[config.mk]
export PLATFORM = sky130hd
export DESIGN_NAME = unicore_uncore
export DESIGN_NICKNAME = d
export VERILOG_FILES = /design/src/hdl/uncore_pkg.sv /design/src/hdl/unicore_uncore.sv /design/src/hdl/loopback.sv /design/src/hdl/cfg_regs.sv /design/src/hdl/resp_router.sv /design/src/hdl/cmd_router.sv /design/src/hdl/two_fifo.sv
export VERILOG_INCLUDE_DIRS = /design/src /design/src/hdl
export SDC_FILE = /design/constraint.sdc
export NUM_CORES = 2
export LEC_CHECK = 0
export BUFFER_PORTS_ARGS = -buffer_cell sky130_fd_sc_hd__buf_2
export CAP_MARGIN = 40
export CORE_MARGIN = 2
export CORE_UTILIZATION = 40
export DETAILED_ROUTE_END_ITERATION = 10
export GPL_TIMING_DRIVEN = 0
export HOLD_SLACK_MARGIN = 0.02
export PLACE_DENSITY_LB_ADDON = 0.15
export SLEW_MARGIN = 20
export SYNTH_ARGS = -nofsm -noshare
export SYNTH_HDL_FRONTEND = slang
export SYNTH_HIERARCHICAL = 1
export SYNTH_SLANG_ARGS = --single-unit
[constraint.sdc]
create_clock -name clk_i -period 10 [get_ports clk_i]
set_clock_uncertainty 0.2 [all_clocks]
set_input_delay 2 -clock clk_i [delete_from_list [all_inputs] [get_ports clk_i]]
set_output_delay 2 -clock clk_i [all_outputs]
set_load 0.005 [all_outputs]
[src/hdl/uncore_defines.svh]
`ifndef UNCORE_DEFINES_SVH
`define UNCORE_DEFINES_SVH

// Message field widths
`define PADDR_W   40
`define DATA_W    64
`define SRC_ID_W  2

// Requester ports, port 2 is incoming I/O
`define NUM_REQ   3

// Address map layout
`define DID_W     3
`define DEV_LSB   20
`define DEV_W     4
`define DRAM_BASE 40'h00_8000_0000

// Local device numbers
`define BOOT_DEV  4'd0
`define HOST_DEV  4'd1
`define CFG_DEV   4'd2
`define CACHE_DEV 4'd4

`define CFG_REGS  4

`endif
[src/hdl/uncore_pkg.sv]
`include "uncore_defines.svh"

package uncore_pkg;

  typedef enum logic
  {
    e_mem_rd = 1'b0,
    e_mem_wr = 1'b1
  } mem_op_e;

  // Address as the memory map slices it
  typedef struct packed
  {
    logic [`DID_W-1:0]                           did;
    logic [`PADDR_W-`DID_W-`DEV_W-`DEV_LSB-1:0] unused;
    logic [`DEV_W-1:0]                           dev;
    logic [`DEV_LSB-1:0]                         offset;
  } paddr_fields_s;

  // Raw view for range compares, field view for device decode
  typedef union packed
  {
    logic [`PADDR_W-1:0] raw;
    paddr_fields_s       fld;
  } paddr_u;

  // One command or response
  typedef struct packed
  {
    mem_op_e              op;
    paddr_u               addr;
    logic [`SRC_ID_W-1:0] src_id;
    logic [`DATA_W-1:0]   data;
  } mem_msg_s;

endpackage

[src/hdl/unicore_uncore.sv]
`include "uncore_defines.svh"

module unicore_uncore
  import uncore_pkg::*;
  (
      input  logic                    clk_i
    , input  logic                    reset_i

    // Processor side, 0 is instruction and 1 is data
    , input  mem_msg_s [`NUM_REQ-2:0] proc_cmd_i
    , input  logic     [`NUM_REQ-2:0] proc_cmd_v_i
    , output logic     [`NUM_REQ-2:0] proc_cmd_ready_o

    , output mem_msg_s [`NUM_REQ-2:0] proc_resp_o
    , output logic     [`NUM_REQ-2:0] proc_resp_v_o
    , input  logic     [`NUM_REQ-2:0] proc_resp_ready_i

    // Incoming I/O
    , input  mem_msg_s                io_cmd_i
    , input  logic                    io_cmd_v_i
    , output logic                    io_cmd_yumi_o

    , output mem_msg_s                io_resp_o
    , output logic                    io_resp_v_o
    , input  logic                    io_resp_ready_i

    // Outgoing I/O
    , output mem_msg_s                io_cmd_o
    , output logic                    io_cmd_v_o
    , input  logic                    io_cmd_ready_i

    , input  mem_msg_s                io_resp_in_i
    , input  logic                    io_resp_in_v_i
    , output logic                    io_resp_in_yumi_o

    // Memory
    , output mem_msg_s                mem_cmd_o
    , output logic                    mem_cmd_v_o
    , input  logic                    mem_cmd_ready_i

    , input  mem_msg_s                mem_resp_i
    , input  logic                    mem_resp_v_i
    , output logic                    mem_resp_yumi_o
  );

  localparam int MSG_W = $bits(mem_msg_s);

  mem_msg_s [`NUM_REQ-1:0] req_cmd;
  logic     [`NUM_REQ-1:0] req_cmd_v;
  logic     [`NUM_REQ-1:0] req_cmd_ready;
  mem_msg_s [`NUM_REQ-1:0] req_resp;
  logic     [`NUM_REQ-1:0] req_resp_v;
  logic     [`NUM_REQ-1:0] req_resp_yumi;

  mem_msg_s [`NUM_REQ-1:0] cmd_fifo_lo;
  logic     [`NUM_REQ-1:0] cmd_fifo_v_lo;
  logic     [`NUM_REQ-1:0] cmd_fifo_yumi_li;
  mem_msg_s                resp_fifo_li;
  logic     [`NUM_REQ-1:0] resp_fifo_v_li;
  logic     [`NUM_REQ-1:0] resp_fifo_ready_lo;

  mem_msg_s routed_cmd;
  logic     cfg_cmd_v, cfg_cmd_ready;
  logic     loop_cmd_v, loop_cmd_ready;
  mem_msg_s cfg_resp, loop_resp;
  logic     cfg_resp_v, cfg_resp_yumi;
  logic     loop_resp_v, loop_resp_yumi;

  // Incoming I/O acts as the third requester
  assign req_cmd[`NUM_REQ-2:0]  = proc_cmd_i;
  assign req_cmd[`NUM_REQ-1]    = io_cmd_i;
  assign req_cmd_v              = {io_cmd_v_i, proc_cmd_v_i};
  assign proc_cmd_ready_o       = req_cmd_ready[`NUM_REQ-2:0];
  assign io_cmd_yumi_o          = req_cmd_ready[`NUM_REQ-1] & io_cmd_v_i;

  assign proc_resp_o   = req_resp[`NUM_REQ-2:0];
  assign proc_resp_v_o = req_resp_v[`NUM_REQ-2:0];
  assign io_resp_o     = req_resp[`NUM_REQ-1];
  assign io_resp_v_o   = req_resp_v[`NUM_REQ-1];
  assign req_resp_yumi = {io_resp_ready_i, proc_resp_ready_i} & req_resp_v;

  // No L2, so memory and outgoing I/O see the routed command as is
  assign io_cmd_o  = routed_cmd;
  assign mem_cmd_o = routed_cmd;

  for (genvar i = 0; i < `NUM_REQ; i++)
  begin : fifo
    two_fifo
     #(.width_p(MSG_W))
     cmd_fifo
      (.clk_i(clk_i)
       ,.reset_i(reset_i)
       ,.data_i(req_cmd[i])
       ,.v_i(req_cmd_v[i])
       ,.ready_o(req_cmd_ready[i])
       ,.data_o(cmd_fifo_lo[i])
       ,.v_o(cmd_fifo_v_lo[i])
       ,.yumi_i(cmd_fifo_yumi_li[i])
       );

    two_fifo
     #(.width_p(MSG_W))
     resp_fifo
      (.clk_i(clk_i)
       ,.reset_i(reset_i)
       ,.data_i(resp_fifo_li)
       ,.v_i(resp_fifo_v_li[i])
       ,.ready_o(resp_fifo_ready_lo[i])
       ,.data_o(req_resp[i])
       ,.v_o(req_resp_v[i])
       ,.yumi_i(req_resp_yumi[i])
       );
  end

  cmd_router
   cmd_rtr
    (.clk_i(clk_i)
     ,.reset_i(reset_i)
     ,.fifo_cmd_i(cmd_fifo_lo)
     ,.fifo_v_i(cmd_fifo_v_lo)
     ,.fifo_yumi_o(cmd_fifo_yumi_li)
     ,.cfg_ready_i(cfg_cmd_ready)
     ,.loop_ready_i(loop_cmd_ready)
     ,.io_ready_i(io_cmd_ready_i)
     ,.mem_ready_i(mem_cmd_ready_i)
     ,.cmd_o(routed_cmd)
     ,.cfg_v_o(cfg_cmd_v)
     ,.loop_v_o(loop_cmd_v)
     ,.io_v_o(io_cmd_v_o)
     ,.mem_v_o(mem_cmd_v_o)
     );

  resp_router
   resp_rtr
    (.loop_resp_i(loop_resp)
     ,.loop_resp_v_i(loop_resp_v)
     ,.loop_resp_yumi_o(loop_resp_yumi)
     ,.mem_resp_i(mem_resp_i)
     ,.mem_resp_v_i(mem_resp_v_i)
     ,.mem_resp_yumi_o(mem_resp_yumi_o)
     ,.io_resp_i(io_resp_in_i)
     ,.io_resp_v_i(io_resp_in_v_i)
     ,.io_resp_yumi_o(io_resp_in_yumi_o)
     ,.cfg_resp_i(cfg_resp)
     ,.cfg_resp_v_i(cfg_resp_v)
     ,.cfg_resp_yumi_o(cfg_resp_yumi)
     ,.fifo_ready_i(resp_fifo_ready_lo)
     ,.resp_o(resp_fifo_li)
     ,.resp_v_o(resp_fifo_v_li)
     );

  cfg_regs
   cfg_dev
    (.clk_i(clk_i)
     ,.reset_i(reset_i)
     ,.cmd_i(routed_cmd)
     ,.cmd_v_i(cfg_cmd_v)
     ,.cmd_ready_o(cfg_cmd_ready)
     ,.resp_o(cfg_resp)
     ,.resp_v_o(cfg_resp_v)
     ,.resp_yumi_i(cfg_resp_yumi)
     );

  loopback
   loop_dev
    (.clk_i(clk_i)
     ,.reset_i(reset_i)
     ,.cmd_i(routed_cmd)
     ,.cmd_v_i(loop_cmd_v)
     ,.cmd_ready_o(loop_cmd_ready)
     ,.resp_o(loop_resp)
     ,.resp_v_o(loop_resp_v)
     ,.resp_yumi_i(loop_resp_yumi)
     );

endmodule

[src/hdl/loopback.sv]
module loopback
  import uncore_pkg::*;
  (
      input  logic     clk_i
    , input  logic     reset_i

    , input  mem_msg_s cmd_i
    , input  logic     cmd_v_i
    , output logic     cmd_ready_o

    , output mem_msg_s resp_o
    , output logic     resp_v_o
    , input  logic     resp_yumi_i
  );

  mem_msg_s resp_r;
  logic     resp_v_r;
  logic     accept;

  // One response in flight at a time
  assign accept = cmd_v_i & ~resp_v_r;

  always_ff @(posedge clk_i)
  begin
    if (reset_i)
      resp_v_r <= 1'b0;
    else if (accept)
      resp_v_r <= 1'b1;
    else if (resp_yumi_i)
      resp_v_r <= 1'b0;
  end

  always_ff @(posedge clk_i)
  begin
    if (accept)
    begin
      resp_r      <= cmd_i;
      resp_r.data <= '0;
    end
  end

  assign cmd_ready_o = ~resp_v_r;
  assign resp_o      = resp_r;
  assign resp_v_o    = resp_v_r;

endmodule

[src/hdl/cfg_regs.sv]
`include "uncore_defines.svh"

module cfg_regs
  import uncore_pkg::*;
  (
      input  logic     clk_i
    , input  logic     reset_i

    , input  mem_msg_s cmd_i
    , input  logic     cmd_v_i
    , output logic     cmd_ready_o

    , output mem_msg_s resp_o
    , output logic     resp_v_o
    , input  logic     resp_yumi_i
  );

  localparam int IDX_W = $clog2(`CFG_REGS);

  logic [`DATA_W-1:0] regs_r [`CFG_REGS];
  logic [IDX_W-1:0]   idx;
  logic               accept;
  logic               is_wr;
  mem_msg_s           resp_r;
  logic               resp_v_r;

  // Registers sit on 8-byte boundaries
  assign idx    = cmd_i.addr.fld.offset[3+:IDX_W];
  assign is_wr  = (cmd_i.op == e_mem_wr);
  assign accept = cmd_v_i & ~resp_v_r;

  always_ff @(posedge clk_i)
  begin
    if (reset_i)
    begin
      for (int i = 0; i < `CFG_REGS; i++)
        regs_r[i] <= '0;
    end
    else if (accept & is_wr)
      regs_r[idx] <= cmd_i.data;
  end

  always_ff @(posedge clk_i)
  begin
    if (reset_i)
      resp_v_r <= 1'b0;
    else if (accept)
      resp_v_r <= 1'b1;
    else if (resp_yumi_i)
      resp_v_r <= 1'b0;
  end

  // Header echoes the command, writes return zero data
  always_ff @(posedge clk_i)
  begin
    if (accept)
    begin
      resp_r      <= cmd_i;
      resp_r.data <= is_wr ? '0 : regs_r[idx];
    end
  end

  assign cmd_ready_o = ~resp_v_r;
  assign resp_o      = resp_r;
  assign resp_v_o    = resp_v_r;

endmodule

[src/hdl/resp_router.sv]
`include "uncore_defines.svh"

module resp_router
  import uncore_pkg::*;
  (
      input  mem_msg_s            loop_resp_i
    , input  logic                loop_resp_v_i
    , output logic                loop_resp_yumi_o

    , input  mem_msg_s            mem_resp_i
    , input  logic                mem_resp_v_i
    , output logic                mem_resp_yumi_o

    , input  mem_msg_s            io_resp_i
    , input  logic                io_resp_v_i
    , output logic                io_resp_yumi_o

    , input  mem_msg_s            cfg_resp_i
    , input  logic                cfg_resp_v_i
    , output logic                cfg_resp_yumi_o

    , input  logic [`NUM_REQ-1:0] fifo_ready_i
    , output mem_msg_s            resp_o
    , output logic [`NUM_REQ-1:0] resp_v_o
  );

  localparam int NUM_SRC = 4;
  localparam int MSG_W   = $bits(mem_msg_s);

  mem_msg_s [NUM_SRC-1:0] src_resp;
  logic     [NUM_SRC-1:0] src_v;
  logic     [NUM_SRC-1:0] grant;
  logic     [MSG_W-1:0]   sel_bits;
  logic                   granted;

  // Index 0 is loopback and has the highest priority
  assign src_resp = {cfg_resp_i, io_resp_i, mem_resp_i, loop_resp_i};
  assign src_v    = {cfg_resp_v_i, io_resp_v_i, mem_resp_v_i, loop_resp_v_i};

  // Wait until every response FIFO has room
  always_comb
  begin
    grant = '0;
    if (&fifo_ready_i)
    begin
      for (int i = NUM_SRC-1; i >= 0; i--)
      begin
        if (src_v[i])
        begin
          grant    = '0;
          grant[i] = 1'b1;
        end
      end
    end
  end

  assign {cfg_resp_yumi_o, io_resp_yumi_o, mem_resp_yumi_o, loop_resp_yumi_o} = grant;

  always_comb
  begin
    sel_bits = '0;
    for (int i = 0; i < NUM_SRC; i++)
      sel_bits = sel_bits | ({MSG_W{grant[i]}} & src_resp[i]);
  end

  assign granted = |grant;
  assign resp_o  = mem_msg_s'(sel_bits);

  // Steer back to the requester named in the message
  always_comb
  begin
    for (int i = 0; i < `NUM_REQ; i++)
      resp_v_o[i] = granted & (resp_o.src_id == i);
  end

endmodule

[src/hdl/cmd_router.sv]
`include "uncore_defines.svh"

module cmd_router
  import uncore_pkg::*;
  (
      input  logic                    clk_i
    , input  logic                    reset_i

    , input  mem_msg_s [`NUM_REQ-1:0] fifo_cmd_i
    , input  logic     [`NUM_REQ-1:0] fifo_v_i
    , output logic     [`NUM_REQ-1:0] fifo_yumi_o

    , input  logic                    cfg_ready_i
    , input  logic                    loop_ready_i
    , input  logic                    io_ready_i
    , input  logic                    mem_ready_i

    , output mem_msg_s                cmd_o
    , output logic                    cfg_v_o
    , output logic                    loop_v_o
    , output logic                    io_v_o
    , output logic                    mem_v_o
  );

  localparam int MSG_W = $bits(mem_msg_s);

  logic                arb_en_r;
  logic                dest_ready;
  logic [`NUM_REQ-1:0] grant;
  logic                granted;
  logic [MSG_W-1:0]    sel_bits;
  paddr_u              addr;
  logic [`DEV_W-1:0]   dev;
  logic                is_local;
  logic                is_other_domain;
  logic                is_io;
  logic                is_cfg;
  logic                is_mem;
  logic                is_loop;

  // Grants open the cycle after reset releases
  always_ff @(posedge clk_i)
  begin
    if (reset_i)
      arb_en_r <= 1'b0;
    else
      arb_en_r <= 1'b1;
  end

  // Any busy destination stalls every requester
  assign dest_ready = cfg_ready_i & loop_ready_i & io_ready_i & mem_ready_i;

  // Fixed priority, highest port index wins
  always_comb
  begin
    grant = '0;
    if (arb_en_r & dest_ready)
    begin
      for (int i = 0; i < `NUM_REQ; i++)
      begin
        if (fifo_v_i[i])
        begin
          grant    = '0;
          grant[i] = 1'b1;
        end
      end
    end
  end

  always_comb
  begin
    sel_bits = '0;
    for (int i = 0; i < `NUM_REQ; i++)
      sel_bits = sel_bits | ({MSG_W{grant[i]}} & fifo_cmd_i[i]);
  end

  assign granted     = |grant;
  assign fifo_yumi_o = grant;
  assign cmd_o       = mem_msg_s'(sel_bits);

  assign addr = cmd_o.addr;
  assign dev  = addr.fld.dev;

  assign is_local        = (addr.raw < `DRAM_BASE);
  assign is_other_domain = |addr.fld.did;

  // I/O takes precedence over memory for other-domain addresses
  assign is_io   = is_other_domain
                 | (is_local & ((dev == `BOOT_DEV) | (dev == `HOST_DEV)));
  assign is_cfg  = ~is_io & is_local & (dev == `CFG_DEV);
  assign is_mem  = ~is_io & ~is_cfg & (~is_local | (dev == `CACHE_DEV));
  assign is_loop = ~is_io & ~is_cfg & ~is_mem;

  assign io_v_o   = granted & is_io;
  assign cfg_v_o  = granted & is_cfg;
  assign mem_v_o  = granted & is_mem;
  assign loop_v_o = granted & is_loop;

endmodule

[src/hdl/two_fifo.sv]
module two_fifo
  #(parameter int width_p = 8)
  (
      input  logic               clk_i
    , input  logic               reset_i

    , input  logic [width_p-1:0] data_i
    , input  logic               v_i
    , output logic               ready_o

    , output logic [width_p-1:0] data_o
    , output logic               v_o
    , input  logic               yumi_i
  );

  logic [width_p-1:0] mem_r [2];
  logic               wptr_r;
  logic               rptr_r;
  logic               full_r;
  logic               empty_r;
  logic               enq;
  logic               deq;

  assign enq = v_i & ~full_r;
  assign deq = yumi_i;

  always_ff @(posedge clk_i)
  begin
    if (reset_i)
    begin
      wptr_r  <= 1'b0;
      rptr_r  <= 1'b0;
      full_r  <= 1'b0;
      empty_r <= 1'b1;
    end
    else
    begin
      if (enq)
        wptr_r <= ~wptr_r;
      if (deq)
        rptr_r <= ~rptr_r;
      // Occupancy only changes when exactly one side moves
      if (enq & ~deq)
      begin
        empty_r <= 1'b0;
        full_r  <= (~wptr_r == rptr_r);
      end
      else if (deq & ~enq)
      begin
        full_r  <= 1'b0;
        empty_r <= (~rptr_r == wptr_r);
      end
    end
  end

  always_ff @(posedge clk_i)
  begin
    if (enq)
      mem_r[wptr_r] <= data_i;
  end

  assign data_o  = mem_r[rptr_r];
  assign v_o     = ~empty_r;
  assign ready_o = ~full_r;

endmodule

==> results.cfg <==
[synth]
synthMuxAreaShare_pct = 13.1
synth_compound_area_share_pct = 3.64
synth_xor_xnor_area_share_pct = 0.225
ys.flop_type = edfxtp_1
yosys.area_share.simple_pct = 5.38
yosys_register_bits = 1723
syn_inst = 4128
ys_seq_area_share_pct = 73.3
synth_top_area_share_pct = 72.3
yosysUniqueCellTypes = 59
synth_top_family_by_area = multiplexers
synth.largest_area_cell = edfxtp_1
synthAdderAreaFrac_pct = 0.123
synth-edff-count = 1690
async_flop_share_pct = 0
netlist_area_um2 = 70200
yosysWarnings = 6
syn_area_per_cell_um2 = 17.0
synth.area.top_cells = edfxtp_1 (72%), mux2_2 (7.4%), mux2_4 (3.9%)

[power]
seq_power_share_pct = 49.6
switchingPower_uw = 4120
p_int_uw = 13100
switching_share_pct = 24.0
power_uw = 17200
total_leakage_power_uw = 0.0321
clockPowerShare_pct = 38.9
p_per_area_nw_per_um2 = 198
irDropWorstVdd_uv = 194
p_comb_share_pct = 11.5

[floorplanning]
rows = 153
io_pins = 1092
design.die.area_um2 = 179000
core_um2 = 174000
initial_core_util_pct = 40.3
die_w_um = 423
die_h_um = 423

[hold_path]
holdPathStages = 2
hold_class = register to register

[global_route]
grt_max_degree = 45
track_usage_pct = 25.1
antenna_found_initial = 103
globalRouteOverflowTotal = 0
grt_first_pass_wirelength_um = 315000
first_global_vias = 40700

[critical_path]
end_kind = output port
cp_cell_sequence = buf_2 > nand4_2 > nor3_2 > clkbuf_2 > buf_2 > a22oi_1 > nand2_1 > buf_4 > buf_2
critPathSlowestCell = nor3_2
cpMostUsedCell = buf_2
crit_path_start_kind = input port
path_class = input port to output port
required_ns = 7.80
max_stage_delay_ns = 0.63
crit_fanout = 10
r2r_cells = 12
arrival_ns = 5.06

[finish]
final_cell_mix = edfxtp_1 (1,690), buf_2 (1,186), mux2_2 (462)
area_growth_pct = 23.4
layout.cells.non_filler = 8059
design_area_um2 = 86600
num-fill-cells = 14900
fin_nets = 6099
drive_gt1_share_pct = 43.3
final_common_cell = edfxtp_1

[clocking]
clk_latency_ns = 0.84
cts_tree = built
clock-root-buffer = clkbuf_16
cts_hold_buf = 0
cts_resized = 0
h-tree-depth = 4
clockBufferDepth = 3
clkSinkCount = 1723
cts_buffers = 183
clk_pin_slew_ns = 0.06
postCtsSetupBuffers = 0

[route]
drtIter0Drc = 3951
first_pass_iters = 11
drtAntennaViolNets = 0
via_per_inst = 5.22
num_vias = 42000
drcViolationCount = 0
drt-total-wl_um = 231000
routedWlPerCell_um = 28.7

[timing]
layout_min_cycle_time_ns = 7.26
hold_ws_ns = 0.283
max_freq_mhz = 138
slew_viol_final = 0
rsz0062_at_grt = no
setup_viol = 0
finalSetupTns_ns = 0
tightest_slew_ns = 1.21
slew_headroom_pct = 19.6
finalCritPeriodShare_pct = 72.6
timing_hold_violations_final = 0

[placement]
postPlaceCellArea_um2 = 80500
place_congestion = 0.943
post-place-cells = 7683
port_buffers = 1090
dp_hpwl_um = 172000

[flow_run]
cap_viol_max_count = 0

[status]
status = complete, no violations
==> power groups by stage <==
stage                     clock network, µW  registers, µW  logic, µW
after floorplan                           0           8710        956
after global placement                    0           8780       1830
after detailed placement                  0           8680       1980
after CTS                              6820           8520       1990
after global routing                   7100           8550       2080
final                                  6690           8520       1970
==> state kept, by name, summed over array words and instances, names as in the netlist, 43 cells and up, named ones only <==
signal	flops
cfg_dev/regs_r	256
loop_dev/resp_o	43
fifo.cmd_fifo/mem_r	642
cfg_dev/resp_o	107
fifo.resp_fifo/mem_r	642
==> synthesized netlist by cell type, types with 33 or more instances <==
cell type,n
a222oi_1,105
a22oi_1,96
buf_2,92
buf_4,181
buf_6,41
clkbuf_1,85
dfxtp_1,33
edfxtp_1,1690
inv_1,91
mux2_2,462
mux2_4,180
mux2i_1,128
nand2_1,413
nor2_1,105
nor3_1,143
nor3_2,51
o22ai_1,64
==> cell families (layout without fill, tap and decap cells) <==
group / count (synthesis) / in the layout
adders and majority gates: 7 / 7
muxes: 770 / 770
and+or+nand+nor: 790 / 790
other: 1 / 94
AOI/OAI and AO/OA: 318 / 318
DFF: 1723 / 1723
buffers and inverters: 501 / 2014
xor gates and xnor gates: 18 / 18
==> worst max-delay path, delay by kind of cell <==
| family | cells | cell delay (ns) |
|---|---|---|
| simple gates | 3 | 1.56 |
| compound gates | 1 | 0.14 |
| buf+inv | 5 | 1.31 |
==> path summary, 6_finish.rpt <==
kind	start	to	slack, ns
max	io_cmd_ready_i	mem_cmd_o[69]	2.74
min	fifo[0].cmd_fifo/full_r	fifo[0].cmd_fifo/full_r	0.28
min reg2reg	fifo[0].cmd_fifo/full_r	fifo[0].cmd_fifo/full_r	0.28
max reg2reg	cfg_dev/resp_v_o	cfg_dev/resp_o[57]	4.48
==> stage by stage <==
step	util [%]	setup WS [ns]
CTS	49.7	2.54
detailed placement	46.3	2.56
global placement	45.3	-4.62
global route	49.7	2.58
floorplan	-	1.20
finish	49.7	2.74
==> cell type report <==
class	count	area [µm²]	area share, %
clock inverters	118	1180	1.36
diodes	30	75.1	0.0867
plain buffers	408	2640	3.04
clock buffers	225	4740	5.47
multi-input cells	1967	16100	18.7
inverters	93	349	0.403
well taps	2325	2910	3.36
flip-flops and latches	1723	51400	59.4
repair buffers	1170	7110	8.22
==> metal layers <==
layer  vias to the layer above  global-route usage, %  wire length [µm]  part of all wire [%]
li1                      18600                      -                 -                     -
met3                       452                   5.34             14400                   6.2
met4                        82                   9.18              9070                   3.9
met5                         -                      0               492                  0.21
met2                      1480                   40.3            109000                    47
met1                     21400                   33.7             98100                    42
No activity file was read; power rests on OpenSTA's default activity.
